--- src/hw/riscvPkg.sv ---
// RV32I definitions: data width, word type, opcodes and the U/J instruction union.
`default_nettype none

package riscvPkg;

  localparam int xlen = 32; // Data and address width.

  typedef logic [xlen-1:0] wordT; // One data or address word.

  localparam logic [6:0] opLui   = 7'b0110111; // Load upper immediate.
  localparam logic [6:0] opAuipc = 7'b0010111; // Add upper immediate to PC.
  localparam logic [6:0] opJal   = 7'b1101111; // Jump and link.

  // U-type layout, used by LUI and AUIPC.
  typedef struct packed {
    logic [19:0] imm31to12; // Upper immediate bits 31..12.
    logic [4:0]  rd;        // Destination register.
    logic [6:0]  opcode;    // Major opcode.
  } uFormT;

  // J-type layout, used by JAL. The offset bits are scrambled.
  typedef struct packed {
    logic        imm20;     // Sign bit of the offset.
    logic [9:0]  imm10to1;  // Offset bits 10..1.
    logic        imm11;     // Offset bit 11.
    logic [7:0]  imm19to12; // Offset bits 19..12.
    logic [4:0]  rd;        // Destination register.
    logic [6:0]  opcode;    // Major opcode.
  } jFormT;

  // The same fetched word, read either as U-type or as J-type.
  typedef union packed {
    uFormT uForm; // Upper immediate view.
    jFormT jForm; // Jump offset view.
  } instrT;

endpackage

`default_nettype wire

--- src/hw/coreCfgPkg.sv ---
// Core configuration: fetch address after reset and sequential PC increment.
`default_nettype none

package coreCfgPkg;

  // First fetch address out of reset.
  localparam logic [31:0] resetPc = 32'h0000_1000;

  // Distance between sequential instructions, no compressed ISA.
  localparam logic [31:0] pcStep = 32'd4;

endpackage

`default_nettype wire

--- src/hw/immDecode.sv ---
// Instruction classifier for JAL, LUI and AUIPC with U and J immediate extraction.
`default_nettype none

module immDecode (
  input  wire riscvPkg::instrT instr,   // Word in the rename stage.
  input  wire logic            instValid, // Strobe, word is valid this cycle.
  output logic                 isJal,   // Valid JAL.
  output logic                 isLui,   // Valid LUI.
  output logic                 isAuipc, // Valid AUIPC.
  output riscvPkg::wordT       immExt   // Extended immediate, zero when not valid.
);

  logic [6:0]     opcode; // Opcode field, same place in both views.
  riscvPkg::wordT immJ;   // Sign-extended jump offset.
  riscvPkg::wordT immU;   // Upper immediate with clear low bits.
  logic           opJal;  // Opcode match before gating.
  logic           opLui;
  logic           opAuipc;

  assign opcode  = instr.uForm.opcode;
  assign opJal   = (opcode == riscvPkg::opJal);
  assign opLui   = (opcode == riscvPkg::opLui);
  assign opAuipc = (opcode == riscvPkg::opAuipc);

  // Kind flags only count on a valid strobe.
  assign isJal   = instValid & opJal;
  assign isLui   = instValid & opLui;
  assign isAuipc = instValid & opAuipc;

  // Put the J offset back in order, bit 0 is always zero.
  assign immJ = {{11{instr.jForm.imm20}},
                 instr.jForm.imm20,
                 instr.jForm.imm19to12,
                 instr.jForm.imm11,
                 instr.jForm.imm10to1,
                 1'b0};

  // U immediate sits in the top 20 bits.
  assign immU = {instr.uForm.imm31to12, 12'd0};

  always_comb begin
    immExt = '0;                     // Nothing to extend.
    if (instValid) begin
      if (opJal) begin
        immExt = immJ;               // JAL offset.
      end else if (opLui | opAuipc) begin
        immExt = immU;               // LUI and AUIPC share the U form.
      end
    end
  end

endmodule

`default_nettype wire

--- src/hw/juUnit.sv ---
// Combinational jump unit: rd result for JAL, LUI and AUIPC, plus the JAL target.
`default_nettype none

module juUnit (
  input  wire riscvPkg::wordT pc,      // PC of the instruction.
  input  wire riscvPkg::wordT immExt,  // Extended immediate.
  input  wire logic           isJal,
  input  wire logic           isLui,
  input  wire logic           isAuipc,
  output riscvPkg::wordT      result,  // Value for rd.
  output riscvPkg::wordT      target   // Jump address, only JAL uses it.
);

  riscvPkg::wordT seqPc;   // Return address, next sequential PC.
  riscvPkg::wordT pcImm;   // Shared adder for AUIPC and JAL target.
  logic [2:0]     kind;    // One-hot kind.

  assign seqPc  = pc + coreCfgPkg::pcStep;
  assign pcImm  = pc + immExt;
  assign target = pcImm;                   // Fetch only loads it on JAL.
  assign kind   = {isJal, isAuipc, isLui};

  always_comb begin
    case (kind)
      3'b100:  result = seqPc;   // JAL links the return address.
      3'b010:  result = pcImm;   // AUIPC.
      3'b001:  result = immExt;  // LUI.
      default: result = '0;      // Not a JU instruction, never written back.
    endcase
  end

endmodule

`default_nettype wire

--- src/hw/juWriteback.sv ---
// One-entry result register that offers the JU result on the CDB until it is granted.
`default_nettype none

module juWriteback #(
  parameter int robTagBits = 4 // ROB tag width.
) (
  input  wire logic                  clk,
  input  wire logic                  rst,
  input  wire logic                  isJal,
  input  wire logic                  isLui,
  input  wire logic                  isAuipc,
  input  wire riscvPkg::wordT        result,   // Computed rd value.
  input  wire logic [robTagBits-1:0] instTag,  // ROB entry of the instruction.
  input  wire logic                  cdbGrant, // Arbiter grant, a level.
  output logic                       cdbValid, // Offer on the CDB.
  output logic [robTagBits-1:0]      cdbTag,
  output riscvPkg::wordT             cdbData,
  output logic                       stall     // Holds the front end.
);

  logic                  pending;  // Entry holds an ungranted result.
  logic [robTagBits-1:0] tagReg;   // Stored ROB tag.
  riscvPkg::wordT        dataReg;  // Stored result.
  logic                  isJu;     // Any JU kind this cycle.
  logic                  load;     // Accept into the entry.

  assign isJu  = isJal | isLui | isAuipc;
  assign stall = pending & ~cdbGrant;  // Full and not leaving.
  assign load  = isJu & ~stall;        // Grant frees the slot this same clock.

  // Valid bit of the entry.
  always_ff @(posedge clk) begin
    if (rst) begin
      pending <= 1'b0;
    end else if (load) begin
      pending <= 1'b1;                 // New result, or back-to-back after grant.
    end else if (cdbGrant) begin
      pending <= 1'b0;                 // Granted and nothing new.
    end
  end

  // Payload only moves on an accepted instruction.
  always_ff @(posedge clk) begin
    if (load) begin
      tagReg  <= instTag;
      dataReg <= result;
    end
  end

  assign cdbValid = pending;
  assign cdbTag   = tagReg;
  assign cdbData  = dataReg;

endmodule

`default_nettype wire

--- src/hw/fetchRedirect.sv ---
// Fetch PC register with sequential advance, JAL redirect and stall hold.
`default_nettype none

module fetchRedirect (
  input  wire logic           clk,
  input  wire logic           rst,
  input  wire logic           stall,   // Back-pressure from writeback.
  input  wire logic           isJal,   // Accepted JAL this cycle.
  input  wire riscvPkg::wordT target,  // Jump address from the unit.
  output riscvPkg::wordT      fetchPc  // Address sent to fetch.
);

  riscvPkg::wordT pcReg;   // Current fetch address.
  riscvPkg::wordT pcNext;  // Address for the next clock.

  always_comb begin
    if (stall) begin
      pcNext = pcReg;                        // Front end frozen.
    end else if (isJal) begin
      pcNext = target;                       // Redirect to the jump target.
    end else begin
      pcNext = pcReg + coreCfgPkg::pcStep;   // Sequential fetch.
    end
  end

  always_ff @(posedge clk) begin
    if (rst) begin
      pcReg <= coreCfgPkg::resetPc;
    end else begin
      pcReg <= pcNext;
    end
  end

  assign fetchPc = pcReg;

endmodule

`default_nettype wire

--- src/hw/juTop.sv ---
// JU path top: decode, compute, writeback and fetch redirect.
`default_nettype none

module juTop #(
  parameter int robTagBits = 4 // ROB tag width, passed to writeback.
) (
  input  wire logic                  clk,
  input  wire logic                  rst,
  input  wire logic                  instValid, // Rename-stage strobe.
  input  wire riscvPkg::instrT       instr,
  input  wire riscvPkg::wordT        instPc,
  input  wire logic [robTagBits-1:0] instTag,
  input  wire logic                  cdbGrant,
  output logic                       cdbValid,
  output logic [robTagBits-1:0]      cdbTag,
  output riscvPkg::wordT             cdbData,
  output riscvPkg::wordT             fetchPc,
  output logic                       stall
);

  logic           isJal;   // Decoded kinds.
  logic           isLui;
  logic           isAuipc;
  riscvPkg::wordT immExt;  // Immediate into the unit.
  riscvPkg::wordT result;  // Value for rd.
  riscvPkg::wordT target;  // JAL destination.

  immDecode uDecode (
    .instr     (instr),
    .instValid (instValid),
    .isJal     (isJal),
    .isLui     (isLui),
    .isAuipc   (isAuipc),
    .immExt    (immExt)
  );

  juUnit uUnit (
    .pc      (instPc),
    .immExt  (immExt),
    .isJal   (isJal),
    .isLui   (isLui),
    .isAuipc (isAuipc),
    .result  (result),
    .target  (target)
  );

  juWriteback #(
    .robTagBits (robTagBits)
  ) uWriteback (
    .clk      (clk),
    .rst      (rst),
    .isJal    (isJal),
    .isLui    (isLui),
    .isAuipc  (isAuipc),
    .result   (result),
    .instTag  (instTag),
    .cdbGrant (cdbGrant),
    .cdbValid (cdbValid),
    .cdbTag   (cdbTag),
    .cdbData  (cdbData),
    .stall    (stall)
  );

  // A stalled JAL is not accepted, so it must not redirect.
  fetchRedirect uRedirect (
    .clk     (clk),
    .rst     (rst),
    .stall   (stall),
    .isJal   (isJal & ~stall),
    .target  (target),
    .fetchPc (fetchPc)
  );

endmodule

`default_nettype wire

--- config.mk ---
export PLATFORM = sky130hd
export DESIGN_NAME = juTop
export DESIGN_NICKNAME = d
export VERILOG_FILES = /design/src/hw/riscvPkg.sv /design/src/hw/coreCfgPkg.sv /design/src/hw/immDecode.sv /design/src/hw/juUnit.sv /design/src/hw/juWriteback.sv /design/src/hw/fetchRedirect.sv /design/src/hw/juTop.sv
export SDC_FILE = /design/constraint.sdc
export NUM_CORES = 1
export LEC_CHECK = 0
export BUFFER_PORTS_ARGS = -buffer_cell sky130_fd_sc_hd__buf_2
export CAP_MARGIN = 20
export CORE_MARGIN = 2
export CORE_UTILIZATION = 55
export DETAILED_ROUTE_END_ITERATION = 7
export PLACE_DENSITY = 0.81
export SYNTH_ARGS = -nofsm -noshare
export SYNTH_HDL_FRONTEND = slang
export SYNTH_SLANG_ARGS = --single-unit
export TNS_END_PERCENT = 1
--- constraint.sdc ---
create_clock -name clk -period 9.4 [get_ports clk]
set_input_delay 1.41 -clock clk [delete_from_list [all_inputs] [get_ports clk]]
set_output_delay 1.41 -clock clk [all_outputs]
set_load 0.02 [all_outputs]
# [Word level (Yosys, flattened, before mapping)]
# Cells that the tools add are included.
[word_totals] ff_bits=69 inputBits=72 out_inout_bits=70 word_cells=32
[op_classes] add_sub_neg=3 eq_ne=6 n_mux=7 bitwise_logic=11 n_reduce_logical=1
[op_table] cell="$mux W32" count=4
[op_table] cell="$pmux W32 S3" count=1
[op_table] cell="$add A32 B3 Y32 const B" count=2
[op_table] cell="$add A32 B32 Y32" count=1
[op_table] cell="$eq A7 B5 Y1 const B" count=1
[op_table] cell="$eq A7 B6 Y1 const B" count=1
[op_table] cell="$eq A7 B7 Y1 const B" count=1
[op_table] cell="$and A1 B1 Y1" count=6
[op_table] cell="$eq A3 B1 Y1 const B" count=1
[op_table] cell="$eq A3 B2 Y1 const B" count=1
[op_table] cell="$eq A3 B3 Y1 const B" count=1
[op_table] cell="$or A1 B1 Y1" count=3
[op_table] cell="$mux W1" count=2
[op_table] cell="$not A1 Y1" count=2
[op_table] cell="$reduce_bool A2 Y1" count=1

# [Logic depth before layout (Yosys ltp)]
# Gate-level depths: netlist of the first run.
[logic_depth] depth_word=7 mapped_depth=17 depth_no_buf=14

# [Cells and area by module]
# A second synthesis of the first run with hierarchy kept.
[hier_totals] hier_cells=827 area_unflattened_um2=6603.8
[modules_own_cells] mod="juUnit" n_inst=1 cells_per_inst=444 area_each_um2=2986.6 seq_area_each_um2=0.0
[modules_own_cells] mod="fetchRedirect" n_inst=1 cells_per_inst=279 area_each_um2=2087.0 seq_area_each_um2=640.6
[modules_own_cells] mod="juWriteback" n_inst=1 cells_per_inst=42 area_each_um2=1137.3 seq_area_each_um2=1101.1
[modules_own_cells] mod="immDecode" n_inst=1 cells_per_inst=61 area_each_um2=379.1 seq_area_each_um2=0.0
[modules_own_cells] mod="juTop" n_inst=1 cells_per_inst=1 area_each_um2=13.8 seq_area_each_um2=0.0

# [Least setup slack after synthesis of the first run]
# No wires, ideal clock.
[synth_path] path_kind="input to register" startpoint="in instr[4] (netlist name)" endpoint="reg uWriteback.dataReg[22], in the netlist uWriteback.cdbData[22], data pin" setup_time_ns=0.261 arrival_time_ns=5.040 required_time_ns=9.139 slack_ns=4.099 cell_stages=16 n_path_buf=3 cell_sequence="and4b_1 > and3_1 > clkbuf_1 > clkbuf_1 > clkbuf_1 > and2_1 > ha_1 > a211oi_1 > nor4_1 > o31ai_1 > a31oi_1 > o31ai_2 > nand2b_1 > a2111oi_0 > nor2_1 > a221o_1"
[synth_between] elab_chain_len=7 elab_cells_between_ends=15 cone_classes="1 x add/sub; 6 x eq/ne; 4 x mux; 4 x bitwise"
[synth_rtl] element="start: declaration" line_no="juTop.sv:10" rtl="input wire riscvPkg::instrT instr,"
[synth_rtl] element="$eq A7 B6 Y1 / $eq A7 B5 Y1 (equally long branches)" line_no="immDecode.sv:22, immDecode.sv:23"
[synth_rtl] element="$or A1 B1 Y1" line_no="immDecode.sv:46" rtl="end else if (opLui | opAuipc) begin"
[synth_rtl] element="$mux W32" line_no="immDecode.sv:46"
[synth_rtl] element="$mux W32" line_no="immDecode.sv:44" rtl="if (opJal) begin"
[synth_rtl] element="$mux W32" line_no="immDecode.sv:43" rtl="if (instValid) begin"
[synth_rtl] element="$add A32 B32 Y32" line_no="juUnit.sv:19" rtl="assign pcImm = pc + immExt;"
[synth_rtl] element="$pmux W32 S3 *" line_no="juUnit.sv:24" rtl="case (kind)"
[synth_rtl] element="named net result[22]" line_no="juTop.sv:25" rtl="riscvPkg::wordT result;"
[synth_rtl] element="end signal: assignment" line_no="juWriteback.sv:46" rtl="dataReg <= result;"
[synth_rtl] element="end: declaration" line_no="juWriteback.sv:23" rtl="riscvPkg::wordT dataReg;"
# The timed path passes the listed nets; every way through them passes the cells marked *.
# A chain may end at the register's enable or synchronous reset.

# [Worst setup path after layout of the first run]
[layout_path] startpoint="in instr[5] (netlist name)" endpoint="reg uWriteback.dataReg[22], in the netlist uWriteback.cdbData[22], data pin"
# The elaborated chain is that of the path after synthesis.

==> results of run 1 <==
==> flip-flops by register name, summed over array words and instances, names as in the netlist <==
signal and cells:
uWriteback.cdbTag 4, uWriteback.cdbData 32, uRedirect.fetchPc 32, uWriteback.cdbValid 1
==> per-layer routing <==
metal	vias to the layer above	share of wire
li1	3211	-
met1	3167	0.42
met2	386	0.45
met3	41	0.096
met4	0	0.032
met5	-	0
==> worst register-to-register path: stages, from the launching register on <==
cell	delay, ps
dfxtp_1	300
nand2b_1	720
inv_1	90
buf_4	270
nor2_1	810
o2111ai_1	210
and3_1	210
==> report_power, final <==
group | switching (W) | internal (W)
Clock | 0.000131 | 0.000204
Sequential | 0.00000212 | 0.000318
Combinational | 0.0000666 | 0.0000382
Total | 0.000200 | 0.000559
==> cell families (layout without fill, tap and decap cells) <==
| logic type | Yosys count | in the layout |
|---|---|---|
| xor gates and xnor gates | 63 | 63 |
| buffers and inverters | 68 | 175 |
| and+or+nand+nor | 299 | 299 |
| muxes | 3 | 3 |
| DFF | 69 | 69 |
| adders and majority gates | 31 | 31 |
| AOI/OAI and AO/OA | 264 | 264 |
==> metrics by stage <==
| step | std cells | setup WS (ps) | hold slack (ps) | util | instance area (um2) |
|---|---|---|---|---|---|
| after floorplan | 797 | 4099 | 534.5 | - | 6360 |
| after global placement | 1030 | 3471 | 440.0 | 0.6207 | 7057 |
| after detailed placement | 1030 | 3453 | 448.0 | 0.6207 | 7057 |
| after CTS | 1046 | 3779 | 455.7 | 0.6463 | 7348 |
| after global routing | 1047 | 3454 | 492.8 | 0.6481 | 7368 |
| final | 1047 | 3667 | 451.0 | 0.6481 | 7368 |
==> cells in the final DEF (no fill, tap or decap), types with 4 or more instances in the layout <==
master     synthesis  routed
nand4_1           12      12
nand2_1           76      76
nand2b_1           5       5
o21a_1            13      13
xor2_1            20      20
o21bai_1           8       8
o221ai_1           7       7
nor2_1            53      52
and3_1            28      27
and4_1             6       6
or2_2              4       4
a21oi_1           64      64
xnor2_1           43      43
o21ai_0           55      55
a31oi_1           10      10
dfxtp_1           33      33
a21o_1            15      15
inv_1             19      19
or3_1              8       8
o22ai_1           10      10
clkbuf_16          0       9
ha_1              25      25
o31ai_1            5       5
clkinv_2           0       4
nor3_1            33      33
edfxtp_1          36      36
o21ai_1            4       4
buf_2              2     136
a22oi_1           17      17
a2111oi_2          5       5
nand3_1           36      36
and2_1            17      17
o211ai_1           5       5
nand3b_1           4       4
nor4_1             4       4
a211oi_1           5       5
==> final timing paths <==
| kind | endpoint | slack [ps] | cells past startpoint |
|---|---|---|---|
| worst max register to register | uRedirect.fetchPc[24]$_SDFFE_PP0N_ | 6690 | 6 |
| worst min-delay path | uRedirect.fetchPc[0]$_SDFFE_PP0P_ | 450 | 2 |
| worst min register to register | uRedirect.fetchPc[0]$_SDFFE_PP0P_ | 450 | 2 |
| worst max-delay path | uWriteback.cdbData[22]$_DFFE_PP_ | 3670 | 15 |
==> cell type report <==
type,count,share of cell area
multi-input cells,660,0.5920
flip-flops and latches,69,0.2364
repair buffers,140,0.09815
clock buffers,9,0.03057
well taps,143,0.02428
inverters,19,0.009679
clock inverters,7,0.009000
==> run summary, run 1 <==
Critical Path RT: 9480 ps
CP Cell Sequence: buf_2 > and4b_1 > and3_2 > buf_4 > and2_1 > ha_1 > a211oi_1 > nor4_1 > o31ai_1 > a31oi_1 > o31ai_2 > nand2b_1 > a2111oi_0 > nor2_1 > a221o_1
GR Util met3: 0.03865
H-tree depth: 3
CTS max path bufs: 2
setup bufs post-CTS: 0
layout cell share with drive strength beyond 1: 0.2091
Max stage delay on crit path: 520 ps
family with the most delay on the worst path: compound AO/OA/AOI/OAI gates
initial antenna violation count: 0
RR Startpoint: uWriteback.cdbValid$_SDFFE_PP0P_
Antenna diodes: 0
critical path peak fanout: 52
Tmin final: 5733 ps
Sink Count: 69
max-cap violations: 0
# fillers: 1021
Pwr Total: 0.0007591 W
Leak Pwr: 2.860 nW
routed vias/inst: 6.500
Reg clk slew, reported paths: 50 ps
main flop type after synthesis: edfxtp_1
Starting DRT DRC Count: 672
critical path type: in2reg
GRT Residual Overflow: 0
Die Wd: 111.5 um
IO Pins: 142
CP max-delay cell: o31ai_2
CTS tree: built
syn_nets: 895
Hold Path Class: reg2reg
RSZ-0062 raised after global routing: no
met2 Use GR: 0.4785
routed length per instance: 18.95 um
Peak VDD IR: 94.07 uV
post-DP HPWL: 14760 um
Yosys cell types: 85
crit end category: flop
most frequent cell after synthesis: nand2_1
final hold violations: 0
hold path startpoint: uRedirect.fetchPc[0]$_SDFFE_PP0P_
Starting Density: 0.5594
Core Box Area: 11370 um2
most crowded layer after global routing: met2
mean post-synth cell area: 7.980 um2
first-pass GRT wire length: 30870 um
Final Skew: 4.000 ps
Synth Area in Simple Gates: 0.2373
synth warn: 0
area leader, netlist: edfxtp_1
EDFF count, synth: 36
register area: 1742 um2
GR Util All Layers: 0.3085
post-synthesis sequential area ratio: 0.2739
fin crit share: 0.6099
Rel. slew slack: 0.3102
complex-gate fraction of the synthesized area: 0.2941
top area cells in the synthesized netlist: edfxtp_1 (17%), dfxtp_1 (10%), xnor2_1 (5.9%), a21oi_1 (5.0%), ha_1 (4.9%)
Final Max Tran Viols: 0
Commonest cells post-synth: nand2_1 (76), a21oi_1 (64), o21ai_0 (55)
post-synthesis xor/xnor area fraction: 0.08676
Mapped Cells: 797
Seq cells post-synth: 69
vias in the first global route: 5970
Die ar.: 12440 um2
Tightest Pin Transition: 1035 ps
DRT Wirelength: 19840 um
Post-CTS Resized: 0
largest net degree at the start of global routing: 53
largest family of logic cells by synthesized area: compound AO/OA/AOI/OAI gates
area of the multi-input gates: 4362 um2
Layout area overhead: 15.86%
routability cong.: 0.9821
fraction of registers with async set or reset after synthesis: 0
Yosys top cell area share: 0.1700
drt drc: 0
Die H: 111.5 um
Max Clk Rate: 0.1744 GHz
nets: 997
GR Util met1: 0.4358
final setup fails: 0
status: finished clean
multiplexer share of the synthesized area: 0.005705
critical path buffer and inverter count: 2
cell area after synthesis: 6360 um2
Final TNS setup: 0 ps
crit path launch type: input port
CTS Hold Bufs: 0
area share of fa/ha/maj cells after synthesis: 0.06059
Antenna Nets Post-Route: 0
CTS buffer count: 9
port buffer count: 136
row count: 39
clock latency on the worst-skew pair: 340 ps
Power per Cell Area: 103.0 nW/um2
router iterations before antenna repair: 5
CP arrival: 5810 ps
Via Count: 6805
root buffer cell: clkbuf_16
crit path from: instr[5]
No activity file was read; power rests on OpenSTA's default activity.
==> run 2, diff against run 1 <==
--- a/config.mk
+++ b/config.mk
@@ -8,9 +8,9 @@
 export BUFFER_PORTS_ARGS = -buffer_cell sky130_fd_sc_hd__buf_2
 export CAP_MARGIN = 20
 export CORE_MARGIN = 2
-export CORE_UTILIZATION = 55
+export CORE_UTILIZATION = 51
 export DETAILED_ROUTE_END_ITERATION = 7
-export PLACE_DENSITY = 0.81
+export PLACE_DENSITY = 0.79
 export SYNTH_ARGS = -nofsm -noshare
 export SYNTH_HDL_FRONTEND = slang
 export SYNTH_SLANG_ARGS = --single-unit
==> constraint.sdc (replaced) <==
create_clock -name clk -period 5.25 [get_ports clk]
set_input_delay 0.7875 -clock clk [delete_from_list [all_inputs] [get_ports clk]]
set_output_delay 0.7875 -clock clk [all_outputs]
set_load 0.02 [all_outputs]
==> run summary, run 2 (synthesis results as in run 1) <==
Antenna diodes: 0
post-DP HPWL: 15110 um
CTS max path bufs: 2
commonest cells after routing, fill and taps aside: buf_2 (136), nand2_1 (76), a21oi_1 (64), o21ai_0 (55), nor2_1 (52)
dpl cell area: 7126 um2
Tightest Pin Transition: 986.3 ps
post-route setup slack: 482.5 ps
Final Non-Filler Cells: 1076
IO Pins: 142
Post-CTS Resized: 0
Starting Density: 0.5251
cell count after placement: 1060
Final Max Tran Viols: 0
RR Startpoint: uWriteback.cdbValid$_SDFFE_PP0P_
Antenna Nets Post-Route: 0
GRT Residual Overflow: 0
Die H: 115.7 um
commonest non-fill, non-tap cell in the layout: buf_2
crit path launch type: input port
nets: 1001
DRT Wirelength: 19900 um
Leak Pwr: 2.874 nW
CTS Hold Bufs: 0
Peak VDD IR: 140.1 uV
Final TNS setup: 0 ps
CTS tree: built
dpl ws: 280.0 ps
Die ar.: 13380 um2
# fillers: 1122
root buffer cell: clkbuf_16
critical path type: in2reg
Tmin final: 4768 ps
Final Skew: 8.549 ps
setup bufs post-CTS: 0
area of the multi-input gates: 4362 um2
router iterations before antenna repair: 6
CTS buffer count: 9
Die Wd: 115.7 um
vias in the first global route: 5787
final setup fails: 0
Via Count: 6779
Post-Layout Inst Area: 7415 um2
Max Clk Rate: 0.2098 GHz
hold path startpoint: uRedirect.fetchPc[0]$_SDFFE_PP0P_
largest net degree at the start of global routing: 49
Starting DRT DRC Count: 806
first-pass GRT wire length: 30640 um
row count: 40
Power per Cell Area: 184.5 nW/um2
Reg clk slew, reported paths: 60 ps
Hold Path Class: reg2reg
RSZ-0062 raised after global routing: no
initial antenna violation count: 0
Layout area overhead: 16.58%
crit path from: instr[4]
Critical Path RT: 5350 ps
H-tree depth: 3
CP arrival: 4860 ps
Core Box Area: 12110 um2
final hold violations: 0
clock latency on the worst-skew pair: 350 ps
register area: 1742 um2
routed vias/inst: 6.300
status: finished clean
fin crit share: 0.9081
routability cong.: 0.9831
critical path peak fanout: 22
port buffer count: 136
Rel. slew slack: 0.3425
GR Util All Layers: 0.2947
routed length per instance: 18.50 um
drt drc: 0
crit end category: flop
layout cell share with drive strength beyond 1: 0.2081
Sink Count: 69
max-cap violations: 0
==> run 2: critical path, stage by stage <==
cell and delay (ps):
buf_2 110, and4b_1 310, and3_2 470, and2_1 240, ha_1 260, a211oi_1 320
nor4_1 120, o31ai_1 430, a31oi_1 230, o31ai_2 460, nand2b_1 130, a2111oi_0 510
nor2_1 160, a221o_1 320
==> run 2: stage by stage <==
| step | hold slack (ps) | power, W | utilization |
|---|---|---|---|
| finish | 455.5 | 0.001368 | 0.6122 |
| global route | 478.3 | 0.001405 | 0.6122 |
| global placement | 450.3 | 0.0007645 | 0.5883 |
| floorplan | 534.5 | 0.0006937 | - |
| CTS | 465.5 | 0.001364 | 0.6122 |
| detailed placement | 458.2 | 0.0007665 | 0.5883 |
==> run 2: power breakdown <==
group          switching [W]  internal, W  total, W
clock network       0.000226     0.000381  0.000607
registers         0.00000390     0.000569  0.000573
logic               0.000119    0.0000688  0.000188
==> run 2: layout make-up <==
cell class	instances	share of cell area
inverter	19	0.009619
timing repair buffer	144	0.09990
clock buffer	14	0.03426
clock inverter	2	0.004725
tap	168	0.02835
multi-input combinational	660	0.5883
sequential	69	0.2349
==> run 2: final timing paths <==
kind / cells after the start / slack [ps] / to
hold / removal: 2 / 460 / uRedirect.fetchPc[0]$_SDFFE_PP0P_
setup / recovery: 14 / 480 / uWriteback.cdbData[22]$_DFFE_PP_
setup reg to reg: 6 / 2490 / uRedirect.fetchPc[28]$_SDFFE_PP0N_
hold reg to reg: 2 / 460 / uRedirect.fetchPc[0]$_SDFFE_PP0P_
==> run 2: layer usage <==
| metal | part of all wire | track usage |
|---|---|---|
| met3 | 0.097 | 0.04759 |
| met1 | 0.43 | 0.4207 |
| met2 | 0.44 | 0.4503 |
| met5 | 0 | 0 |
| met4 | 0.033 | 0.1095 |
